File: src/include/alu_imm_settings.svh
/*
  Sizes shared by the immediate ALU lane, its register file and the testbench.
  Include wherever a register, bank or ROB width is needed.
*/

`ifndef ALU_IMM_SETTINGS_SVH
`define ALU_IMM_SETTINGS_SVH

// Physical register file
`define PR_COUNT 64
`define LOG_PR_COUNT 6

// Banking, a register's bank is the low bits of its tag
`define PRF_BANK_COUNT 2
`define LOG_PRF_BANK_COUNT 1

// Reorder buffer
`define ROB_ENTRIES 16
`define LOG_ROB_ENTRIES 4

// Read requesters outside the lane, requester i owns port i of each bank
`define EXT_READERS 2

`endif

File: src/rtl/core_types_pkg.sv
/*
  Opcode and index types shared by the immediate ALU lane and its testbench.
  Modules pull these in with a wildcard import in their header.
*/

`default_nettype none

`include "alu_imm_settings.svh"

package core_types_pkg;

  // Immediate ALU opcodes, codes 9 to 15 are unused and give zero
  typedef enum logic [3:0] {
    ADDI  = 4'h0,
    SLTI  = 4'h1,
    SLTIU = 4'h2,
    XORI  = 4'h3,
    ORI   = 4'h4,
    ANDI  = 4'h5,
    SLLI  = 4'h6,
    SRLI  = 4'h7,
    SRAI  = 4'h8
  } alu_imm_op_t;

  typedef logic [31:0] word_t;

  typedef logic [`LOG_PR_COUNT-1:0] pr_tag_t;

  typedef logic [`LOG_PRF_BANK_COUNT-1:0] bank_t;

  typedef logic [`LOG_ROB_ENTRIES-1:0] rob_index_t;

  typedef logic [11:0] imm12_t;

endpackage

`default_nettype wire

File: src/rtl/alu_imm_compute.sv
/*
  Combinational datapath for the immediate ALU ops.
  The immediate is sign extended, shifts take its low 5 bits.
*/

`timescale 1ns/1ps
`default_nettype none

module alu_imm_compute import core_types_pkg::*; (
  input  alu_imm_op_t op,
  input  word_t       a,
  input  imm12_t      imm12,
  output word_t       result
);

  word_t      imm_sext;
  logic [4:0] shamt;

  assign imm_sext = {{20{imm12[11]}}, imm12};
  assign shamt    = imm12[4:0];

  always_comb begin
    case (op)
      ADDI:    result = a + imm_sext;
      SLTI:    result = {31'b0, ($signed(a) < $signed(imm_sext))};
      SLTIU:   result = {31'b0, (a < imm_sext)};
      XORI:    result = a ^ imm_sext;
      ORI:     result = a | imm_sext;
      ANDI:    result = a & imm_sext;
      SLLI:    result = a << shamt;
      SRLI:    result = a >> shamt;
      SRAI:    result = word_t'($signed(a) >>> shamt);
      // Unused encodings
      default: result = '0;
    endcase
  end

endmodule

`default_nettype wire

File: src/rtl/alu_imm_pipeline.sv
/*
  Immediate ALU lane: operand collect, execute and writeback stages.
  A writeback stall freezes all three stages and blocks issue.
*/

`timescale 1ns/1ps
`default_nettype none

`include "alu_imm_settings.svh"

module alu_imm_pipeline import core_types_pkg::*; (
  input  logic                               CLK,
  input  logic                               nRST,
  input  logic                               issue_valid,
  input  alu_imm_op_t                        issue_op,
  input  imm12_t                             issue_imm12,
  input  pr_tag_t                            issue_A_PR,
  input  logic                               issue_A_forward,
  input  logic                               issue_A_is_zero,
  input  pr_tag_t                            issue_dest_PR,
  input  rob_index_t                         issue_ROB_index,
  output logic                               issue_ready,
  output logic                               A_read_req,
  output pr_tag_t                            A_read_PR,
  input  logic                               A_read_ack,
  input  logic                               A_read_port,
  input  word_t [`PRF_BANK_COUNT-1:0][1:0]   reg_read_data_by_bank_by_port,
  input  word_t [`PRF_BANK_COUNT-1:0]        forward_data_by_bank,
  input  logic                               WB_ready,
  output logic                               WB_valid,
  output word_t                              WB_data,
  output pr_tag_t                            WB_PR,
  output rob_index_t                         WB_ROB_index
);

  logic advance;
  logic read_needed;
  logic accept;

  // Operand collect stage
  logic        oc_valid;
  logic        oc_fresh;
  alu_imm_op_t oc_op;
  imm12_t      oc_imm12;
  logic        oc_A_forward;
  logic        oc_A_is_zero;
  bank_t       oc_A_bank;
  logic        oc_A_port;
  pr_tag_t     oc_dest_PR;
  rob_index_t  oc_ROB_index;
  word_t       oc_A_saved;
  word_t       rf_A;
  word_t       oc_A;
  word_t       oc_result;

  // Execute stage
  logic        ex_valid;
  word_t       ex_result;
  pr_tag_t     ex_dest_PR;
  rob_index_t  ex_ROB_index;

  // Everything moves unless writeback holds an item that is refused
  assign advance = !WB_valid || WB_ready;

  assign read_needed = issue_valid && !issue_A_is_zero && !issue_A_forward;
  assign A_read_req  = read_needed && advance;
  assign A_read_PR   = issue_A_PR;
  assign issue_ready = advance && (!read_needed || A_read_ack);
  assign accept      = issue_valid && issue_ready;

  always_ff @(posedge CLK or negedge nRST) begin
    if (!nRST) begin
      oc_valid <= 1'b0;
      oc_fresh <= 1'b0;
    end else begin
      oc_fresh <= advance;
      if (advance) begin
        oc_valid <= accept;
      end
    end
  end

  always_ff @(posedge CLK) begin
    if (advance) begin
      oc_op        <= issue_op;
      oc_imm12     <= issue_imm12;
      oc_A_forward <= issue_A_forward;
      oc_A_is_zero <= issue_A_is_zero;
      oc_A_bank    <= issue_A_PR[`LOG_PRF_BANK_COUNT-1:0];
      oc_A_port    <= A_read_port;
      oc_dest_PR   <= issue_dest_PR;
      oc_ROB_index <= issue_ROB_index;
    end
  end

  // Register file data is only valid in the first cycle in this stage,
  // so keep a copy for when a stall holds the operation here
  always_ff @(posedge CLK) begin
    if (oc_fresh) begin
      oc_A_saved <= rf_A;
    end
  end

  assign rf_A = oc_fresh ? reg_read_data_by_bank_by_port[oc_A_bank][oc_A_port] : oc_A_saved;

  always_comb begin
    if (oc_A_is_zero) begin
      oc_A = '0;
    end else if (oc_A_forward) begin
      oc_A = forward_data_by_bank[oc_A_bank];
    end else begin
      oc_A = rf_A;
    end
  end

  alu_imm_compute u_compute (
    .op     (oc_op),
    .a      (oc_A),
    .imm12  (oc_imm12),
    .result (oc_result)
  );

  always_ff @(posedge CLK or negedge nRST) begin
    if (!nRST) begin
      ex_valid <= 1'b0;
      WB_valid <= 1'b0;
    end else if (advance) begin
      ex_valid <= oc_valid;
      WB_valid <= ex_valid;
    end
  end

  always_ff @(posedge CLK) begin
    if (advance) begin
      ex_result    <= oc_result;
      ex_dest_PR   <= oc_dest_PR;
      ex_ROB_index <= oc_ROB_index;
      WB_data      <= ex_result;
      WB_PR        <= ex_dest_PR;
      WB_ROB_index <= ex_ROB_index;
    end
  end

endmodule

`default_nettype wire

File: config.mk
export PLATFORM = sky130hd
export DESIGN_NAME = alu_imm_pipeline
export DESIGN_NICKNAME = d
export VERILOG_FILES = /design/src/rtl/core_types_pkg.sv /design/src/rtl/alu_imm_compute.sv /design/src/rtl/alu_imm_pipeline.sv
export VERILOG_INCLUDE_DIRS = /design/src /design/src/include
export SDC_FILE = /design/constraint.sdc
export NUM_CORES = 1
export LEC_CHECK = 0
export ABC_AREA = 1
export BUFFER_PORTS_ARGS = -buffer_cell sky130_fd_sc_hd__buf_2
export CORE_AREA = 2 2 198 200
export DETAILED_ROUTE_END_ITERATION = 12
export DIE_AREA = 0 0 200 202
export PLACE_DENSITY_LB_ADDON = 0.15
export SLEW_MARGIN = 5
export SYNTH_ARGS = -nofsm -noshare
export SYNTH_HDL_FRONTEND = slang
export SYNTH_SLANG_ARGS = --single-unit
File: constraint.sdc
create_clock -name CLK -period 5.3 [get_ports CLK]
set_clock_uncertainty 0.2 [all_clocks]
set_input_delay 0.53 -clock CLK [delete_from_list [all_inputs] [get_ports CLK]]
set_output_delay 0.53 -clock CLK [all_outputs]
set_load 0.01 [all_outputs]
# After elaboration in Yosys (flattened, before gate mapping)
# Index checks and enable logic that the tools add are counted.
# word_totals
rom_bits,0
latch_bits,0
regBits,150
ram_bits,0
in_bits,232
memories,0
out_inout_bits,51
# classes
magnitude_cmp,4
n_mux,10
n_reduce_logical,12
div,0
n_bitwise,3
shifts,3
n_addsub,1
eq_ne,8
n_mul,0
# ops
operator,count
$pmux 32 s9,1
$mux 32,7
$mux 64,2
$add 32x32->32,1
$and 32x32->32,1
$lt 32x12->1,1
$lt 32x32->1,1
$or 32x32->32,1
$shl 32x5->32,1
$shr 32x5->32,1
$sshr 32x5->32,1
$xor 32x32->32,1
$eq 4x3->1 const B,4
$eq 4x2->1 const B,2
$logic_and 1x1->1,5
$eq 4x1->1 const B,1
$eq 4x4->1 const B,1
$logic_not 1->1,4
$logic_not 4->1,1
$lt 1x2->1 const B,2
$logic_or 1x1->1,2

# Logic depth before layout (Yosys ltp)
# Gate-level depths: netlist (run 1).
# depth
word_depth,9
mapped_depth,27

# Hierarchy
# A second synthesis (run 1) with hierarchy kept.
# hier_totals
cells_unflattened,2405
area_unflattened_um2,15439.8
# by_module_without_submodules
mod,cells_each,n_inst,area_each_um2
alu_imm_compute,1611,1,8044.0
alu_imm_pipeline,794,1,7395.8

# Least setup slack after synthesis (run 1)
# OpenSTA, ideal clock, no wires.
# synth_timing
path_type,flip-flop to flip-flop
start,register oc_fresh
end,register ex_result[8] (data pin)
required_ps,4846
arrival_ps,3754
stages_incl_launch_ff,23
synth_period_minus_slack_ps,4208
slack_ps,1092
n_path_buf,2
path_cell_list,dfrtp_1 -> buf_4 -> buf_2 -> or2_2 -> nand3_1 -> nand2_1 -> nand2_1 -> inv_1 -> ha_1 -> inv_1 -> fa_1 -> inv_1 -> nand2_1 -> o21ai_1 -> inv_1 -> o21ai_1 -> inv_1 -> o21ai_1 -> a21oi_1 -> o21ai_0 -> o2111ai_1 -> a21oi_1 -> nand2_1
# synth_between
elab_chain_len,5
# synth_rtl
item,line_no,source
start: declaration,alu_imm_pipeline.sv:42,logic oc_fresh;
start signal: assignment,alu_imm_pipeline.sv:76,oc_fresh <= advance;
$mux 32 *,alu_imm_pipeline.sv:104,assign rf_A = oc_fresh ? reg_read_data_by_bank_by_port[oc_A_bank][oc_A_port] : oc_A_saved;
$mux 32 *,alu_imm_pipeline.sv:109,end else if (oc_A_forward) begin
$mux 32 *,alu_imm_pipeline.sv:107,if (oc_A_is_zero) begin
"$add 32x32->32, or another cell as far along",alu_imm_compute.sv:24,ADDI: result = a + imm_sext;
$pmux 32 s9 *,alu_imm_compute.sv:23,case (op)
via oc_result[8],alu_imm_pipeline.sv:54,word_t oc_result;
end signal: assignment,alu_imm_pipeline.sv:135,ex_result <= oc_result;
end: declaration,alu_imm_pipeline.sv:58,word_t ex_result;
# The timed path passes the listed nets; every way through them passes the cells marked *.
# A chain may end at the register's enable or synchronous reset.

# Worst setup path in the final report (run 1)
# layout_timing
start,register oc_A_forward
end,register ex_result[28] (data pin)
# layout_between
elab_chain_len,4
# layout_rtl
item,line_no,source
start: declaration,alu_imm_pipeline.sv:45,logic oc_A_forward;
start signal: assignment,alu_imm_pipeline.sv:87,oc_A_forward <= issue_A_forward;
$mux 32 *,alu_imm_pipeline.sv:109,
$mux 32 *,alu_imm_pipeline.sv:107,
"$add 32x32->32, or another cell as far along",alu_imm_compute.sv:24,
$pmux 32 s9 *,alu_imm_compute.sv:23,
via oc_result[28],alu_imm_pipeline.sv:54,
# Marked as above.

==> results of run 1 <==
[area by class of cell]
class | count | area (µm²) | area share
Antenna cell | 1 | 2.50 | 0.000143
Inverter | 275 | 1040 | 0.0592
Multi-Input combinational cell | 1776 | 9080 | 0.518
Timing Repair Buffer | 312 | 1680 | 0.0958
Sequential cell | 150 | 4490 | 0.256
Tap cell | 518 | 648 | 0.0370
Clock inverter | 15 | 156 | 0.00893
Clock buffer | 17 | 425 | 0.0243
[metal layers]
metal | up-vias | share of wire | routed length [µm] | global-route usage
met3 | 114 | 0.076 | 4720 | 0.0459
met4 | 0 | 0.044 | 2710 | 0.135
met1 | 7752 | 0.43 | 26900 | 0.430
li1 | 8100 | - | - | -
met5 | - | 0 | 0 | 0
met2 | 793 | 0.44 | 27500 | 0.478
[layout by cell type (no fill, tap or decap), types with 4 or more instances in the layout]
| cell | instances |
|---|---|
| and2_1 | 33 |
| o211ai_1 | 11 |
| or2_2 | 33 |
| nor4_1 | 7 |
| inv_1 | 261 |
| o21bai_1 | 7 |
| nand3_1 | 417 |
| nor3_1 | 12 |
| o221ai_1 | 4 |
| inv_2 | 10 |
| nor2_1 | 210 |
| ha_1 | 97 |
| inv_6 | 5 |
| nand2_2 | 40 |
| buf_4 | 38 |
| edfxtp_1 | 146 |
| o21ai_0 | 96 |
| inv_8 | 5 |
| nand2_1 | 589 |
| nand3_2 | 8 |
| nand3b_1 | 4 |
| a221oi_1 | 9 |
| o22ai_1 | 16 |
| buf_2 | 272 |
| a21oi_1 | 110 |
| nand4_1 | 12 |
| clkbuf_16 | 17 |
| nor2_2 | 5 |
| o2111ai_1 | 5 |
| o21ai_2 | 4 |
| o21ai_1 | 20 |
[path summary, 6_finish.rpt]
path,cells after the start,end,slack [ps]
setup / recovery,16,ex_result[28],580
hold / removal,1,oc_op[1],30
setup reg to reg,16,ex_result[28],580
hold reg to reg,0,WB_data[10],220
max in group asynchronous,2,oc_fresh,4580
min in group asynchronous,2,ex_valid,170
[power by group]
group          switching [mW]  internal [mW]
Sequential              0.132           1.84
Combinational            2.55           1.08
Clock                   0.590          0.667
Total                    3.27           3.59
[stage by stage]
step                cells  power (mW)  cell area (µm²)  utilization  setup WS [ps]
finish               3064        6.86            17500        0.457            579
global route         3064        7.36            17500        0.457            352
CTS                  3063        6.83            17500        0.457            740
floorplan            2315        4.35            15200            -           1090
global placement     3030        5.53            16900        0.442            693
detailed placement   3030        5.54            16900        0.442            726
[sequential cells by signal, indices dropped and copies added (netlist names), 4 cells and up]
signal        cells
oc_imm12         12
WB_ROB_index      4
WB_data          32
ex_result        32
oc_A_saved       32
ex_ROB_index      4
oc_op             4
ex_dest_PR        6
oc_dest_PR        6
oc_ROB_index      4
WB_PR             6
[worst max-delay path, delay by kind of cell (launching register included)]
family                   cells  cell delay [ps]
adder cells (fa/ha/maj)      1              350
flip-flops                   1              380
buffers and inverters        4              920
AO/OA/AOI/OAI                6             1810
AND/OR/NAND/NOR              5              740
[cell families after synthesis]
| family | after synthesis | share of synthesized area |
|---|---|---|
| simple gates | 1375 | 0.402 |
| buf+inv | 389 | 0.107 |
| compound gates | 298 | 0.111 |
| flops | 150 | 0.295 |
| fa+ha+maj | 98 | 0.0813 |
| xor+xnor | 4 | 0.00231 |
| mux | 1 | 0.000659 |
[repair_timing]
item,4_1_cts,5_1_grt
hold buffers,1,0
buffers inserted,0,0
resized for setup,0,0
setup endpoints to repair,0,0
endpoints found under the hold margin,4,0
==> impl_metrics.tcl, run 1 <==
set metrics [dict create \
    core_um2 38300 \
    clock_sinks 150 \
    drive_gt1_frac 0.176 \
    synth_edf_count 146 \
    cts_made_buffers 17 \
    critPathSlowestCell "o21ai_0" \
    setup_viol 0 \
    design.die.area_um2 40400 \
    chipHeight_um 202 \
    max-cap-violations 0 \
    cts_tree "built" \
    crit_chain "inv_2 -> buf_4 -> nor2_1 -> o21ai_0 -> nand2_1 -> nand2_2 -> inv_1 -> ha_1 -> inv_1 -> a21oi_1 -> a21boi_0 -> nand2_1 -> a21oi_1 -> o221ai_1 -> o21ai_0 -> nand3_1" \
    slew-limit-headroom 0.328 \
    place.gp.congestion 1.02 \
    fill_cells 4049 \
    synth.cell_area_um2 15200 \
    synthTopCellsByCount "nand2_1 (589), nand3_1 (417), inv_1 (262)" \
    slowest_delay_ps 550 \
    synth_nets 2645 \
    ys_seq_area_frac 0.295 \
    drc 0 \
    io_pins 283 \
    grt_pass1_vias 15666 \
    routed_wl_um 61900 \
    rsz0062_at_grt "no" \
    finalMaxSlewViolations 0 \
    synthArstFlopShare 0.0267 \
    min_period_over_period 0.891 \
    cp.arrival_ps 4700 \
    cts_max_level 4 \
    p_leak_nw 8.96 \
    pwr_density_cell_nw_per_um2 392 \
    ys_seq_elements 150 \
    grt_pass1_wl_um 93600 \
    cts_buffer_depth 2 \
    ir_drop_v 0.000317 \
    nNetsFinal 2862 \
    drt_pass1_iterations 6 \
    critPathRequiredTime_ps 5280 \
    worstSetupPathType "reg2reg" \
    yosysMostFrequentCell "nand2_1" \
    cp_max_fo 27 \
    track_usage 0.310 \
    finalCriticalPeriod_ps 4720 \
    hold_ws_ps 29.1 \
    avgRoutedWirePerCell_um 20.2 \
    start_util 0.396 \
    fmax_ghz 0.212 \
    vias 16759 \
    synth.avg_cell_area_um2 6.56 \
    yosys_warnings 0 \
    cp-start-kind "register" \
    crit_path_start "oc_A_forward" \
    hold_violations 0 \
    syn-instance-count 2315 \
    viasPerCell 5.47 \
    syn2layout_area_growth_pct 15.3 \
    hold_path_class "in2reg" \
    cts-root-buf "clkbuf_16" \
    yosys.area.top_type "edfxtp_1" \
    path_clk_slew_ps 80 \
    dp_hpwl_um 48300 \
    worst_slew_pin_slew_ps 1010 \
    drtIter0Drc 1864 \
    tns_ps 0 \
    synth_top_flop_cell "edfxtp_1" \
    yosysUniqueCellTypes 52 \
    die_w_um 200 \
    synth_top_area_frac 0.289 \
    worstSkewPairLatency_ps 470 \
    grt_overflow 0 \
    yosys-top-cells-area "edfxtp_1 (29%), nand2_1 (15%), nand3_1 (14%)" \
    numPortBuffers 272 \
    min-delay-start "issue_op[1]" \
    outcome "complete, no violations" \
    postRouteAntennaNets 0 \
    reg2reg_from "oc_A_forward" \
    num_rows 72 \
    grt_max_degree 88 \
    antenna_found_initial 1 \
    crit_path_end_kind "register" \
]
Note: power is estimated with default switching activity, not from simulation.
==> run 2: changes to the inputs <==
CTS_BUF_LIST = sky130_fd_sc_hd__clkbuf_4   (was not set)
SETUP_SLACK_MARGIN = 0.1   (was not set)
==> run 2 against run 1 <==
  * Global-route usage increased by 0.31 points
  * Clock power decreased by 37%
  * Critical path depth unchanged
  * Sequential share of layout area decreased by 0.066 points
  * Worst setup slack improved by 68 ps
  * Total power decreased by 6.5%
  * Clock-buffer cell count unchanged
  * Sequential power about the same
  * Largest power group unchanged
  * Routed wire length increased by 0.71%
  * Core utilization increased by 0.12 points
  * Cell area increased by 0.26%
==> impl_metrics.tcl, run 2 (same netlist as run 1, synthesis figures left out) <==
set metrics [dict create \
    outcome "complete, no violations" \
    viasPerCell 5.43 \
    hold_path_class "in2reg" \
    crit_path_start "oc_A_forward" \
    tns_ps 0 \
    grt_pass1_vias 15899 \
    busiest_layer "met2" \
    grt_overflow 0 \
    finalCriticalPeriod_ps 4650 \
    cts_tree "built" \
    cp_max_fo 27 \
    post-cts-setup-buffers 0 \
    avgRoutedWirePerCell_um 20.1 \
    worstSkewPairLatency_ps 720 \
    postRouteAntennaNets 0 \
    cp.arrival_ps 4890 \
    p_leak_nw 8.97 \
    routed_wl_um 62300 \
    final_cell_mix "nand2_1 (589), nand3_1 (417), buf_2 (272)" \
    antenna_found_initial 2 \
    reg2reg_to "ex_result[28]" \
    grtUsageMet1 0.434 \
    max-cap-violations 0 \
    critPathRequiredTime_ps 5540 \
    met2_usage 0.487 \
    ff2ff_path_depth 16 \
    ir_drop_v 0.000337 \
    place.gp.congestion 1.02 \
    drive_gt1_frac 0.174 \
    drt_pass1_iterations 6 \
    cp-start-kind "register" \
    cts_max_level 4 \
    io_pins 283 \
    setup_viol 0 \
    slew-limit-headroom 0.301 \
    fmax_ghz 0.215 \
    dp_hpwl_um 48300 \
    nNetsFinal 2895 \
    crit_end "ex_result[28]" \
    grt_max_degree 88 \
    start_util 0.396 \
    cts_buffer_depth 2 \
    drtIter0Drc 1918 \
    design.die.area_um2 40400 \
    final_common_cell "nand2_1" \
    worst_slew_pin_slew_ps 1050 \
    track_usage 0.313 \
    crit_path_end_kind "register" \
    cts-root-buf "clkbuf_4" \
    worstSetupPathType "reg2reg" \
    min-delay-start "reg_read_data_by_bank_by_port[96]" \
    pwr_density_cell_nw_per_um2 365 \
    vias 16847 \
    rsz0062_at_grt "no" \
    grt_pass1_wl_um 94400 \
    syn2layout_area_growth_pct 15.6 \
    multi_input_area_um2 9080 \
    finalMaxSlewViolations 0 \
    r2r_slack_ps 650 \
    drc 0 \
    hold_violations 0 \
    reg2reg_from "oc_A_forward" \
    register_area_um2 4490 \
    clock_sinks 150 \
    die_w_um 200 \
    path_clk_slew_ps 150 \
    min_period_over_period 0.878 \
    fill_cells 4058 \
    num_rows 72 \
    chipHeight_um 202 \
    use_met3 0.0467 \
    core_um2 38300 \
    cts_made_buffers 17 \
    numPortBuffers 272 \
    power_mw 6.41 \
    reg_top3 "WB_data: 32 flops, ex_result: 32 flops, oc_A_saved: 32 flops" \
]
-- run 2: through the flow --
stage               utilization  area [µm²]  hold slack [ps]  worst slack, ps  std cells
detailed placement        0.442       16900              141              726       3030
global route              0.458       17600             61.9              358       3102
floorplan                     -       15200             34.4             1090       2315
CTS                       0.458       17500             49.1              737       3096
global placement          0.442       16900              139              693       3030
finish                    0.458       17600              103              647       3102
-- run 2: cell type report --
| class | count | share of cell area |
|---|---|---|
| Inverter | 275 | 0.0591 |
| Sequential cell | 150 | 0.256 |
| Timing Repair Buffer | 345 | 0.114 |
| Tap cell | 518 | 0.0369 |
| Clock buffer | 17 | 0.00727 |
| Clock inverter | 15 | 0.00891 |
| Multi-Input combinational cell | 1776 | 0.517 |
| Antenna cell | 6 | 0.000855 |
-- run 2: timing repair --
action | CTS | global route
hold buffers | 34 | 0
gates resized for setup | 0 | 0
hold endpoints to repair | 35 | 0
-- run 2: critical path, cell delays in order (launching register included) --
cell and delay, ps:
edfxtp_1 410, inv_2 370, buf_4 320, nor2_1 100, o21ai_0 140, nand2_1 120, nand2_2 220, inv_1 100
ha_1 350, inv_1 130, a21oi_1 220, a21boi_0 310, nand2_1 140, a21oi_1 360, o221ai_1 200, o21ai_0 510
nand3_1 170
-- run 2: how the worst min path moves through the flow --
stage                                to  slack, ps  depth (start not counted)
final                     oc_A_saved[0]        100                          4
after global routing      oc_A_saved[0]         60                          4
after CTS                 oc_A_saved[0]         50                          4
after detailed placement       WB_valid        140                          1
after global placement         oc_valid        140                          1
after floorplan                WB_valid         30                          0
-- run 2: where the power goes --
part	total, mW	switching (mW)	internal [mW]
clock network	0.794	0.540	0.254
registers	1.97	0.133	1.83
logic	3.65	2.55	1.10
total	6.41	3.23	3.19
-- run 2: metal layers --
layer,share of wire,up-vias
met3,0.073,118
li1,-,8156
met2,0.45,795
met1,0.44,7778
met4,0.041,0
met5,0,-
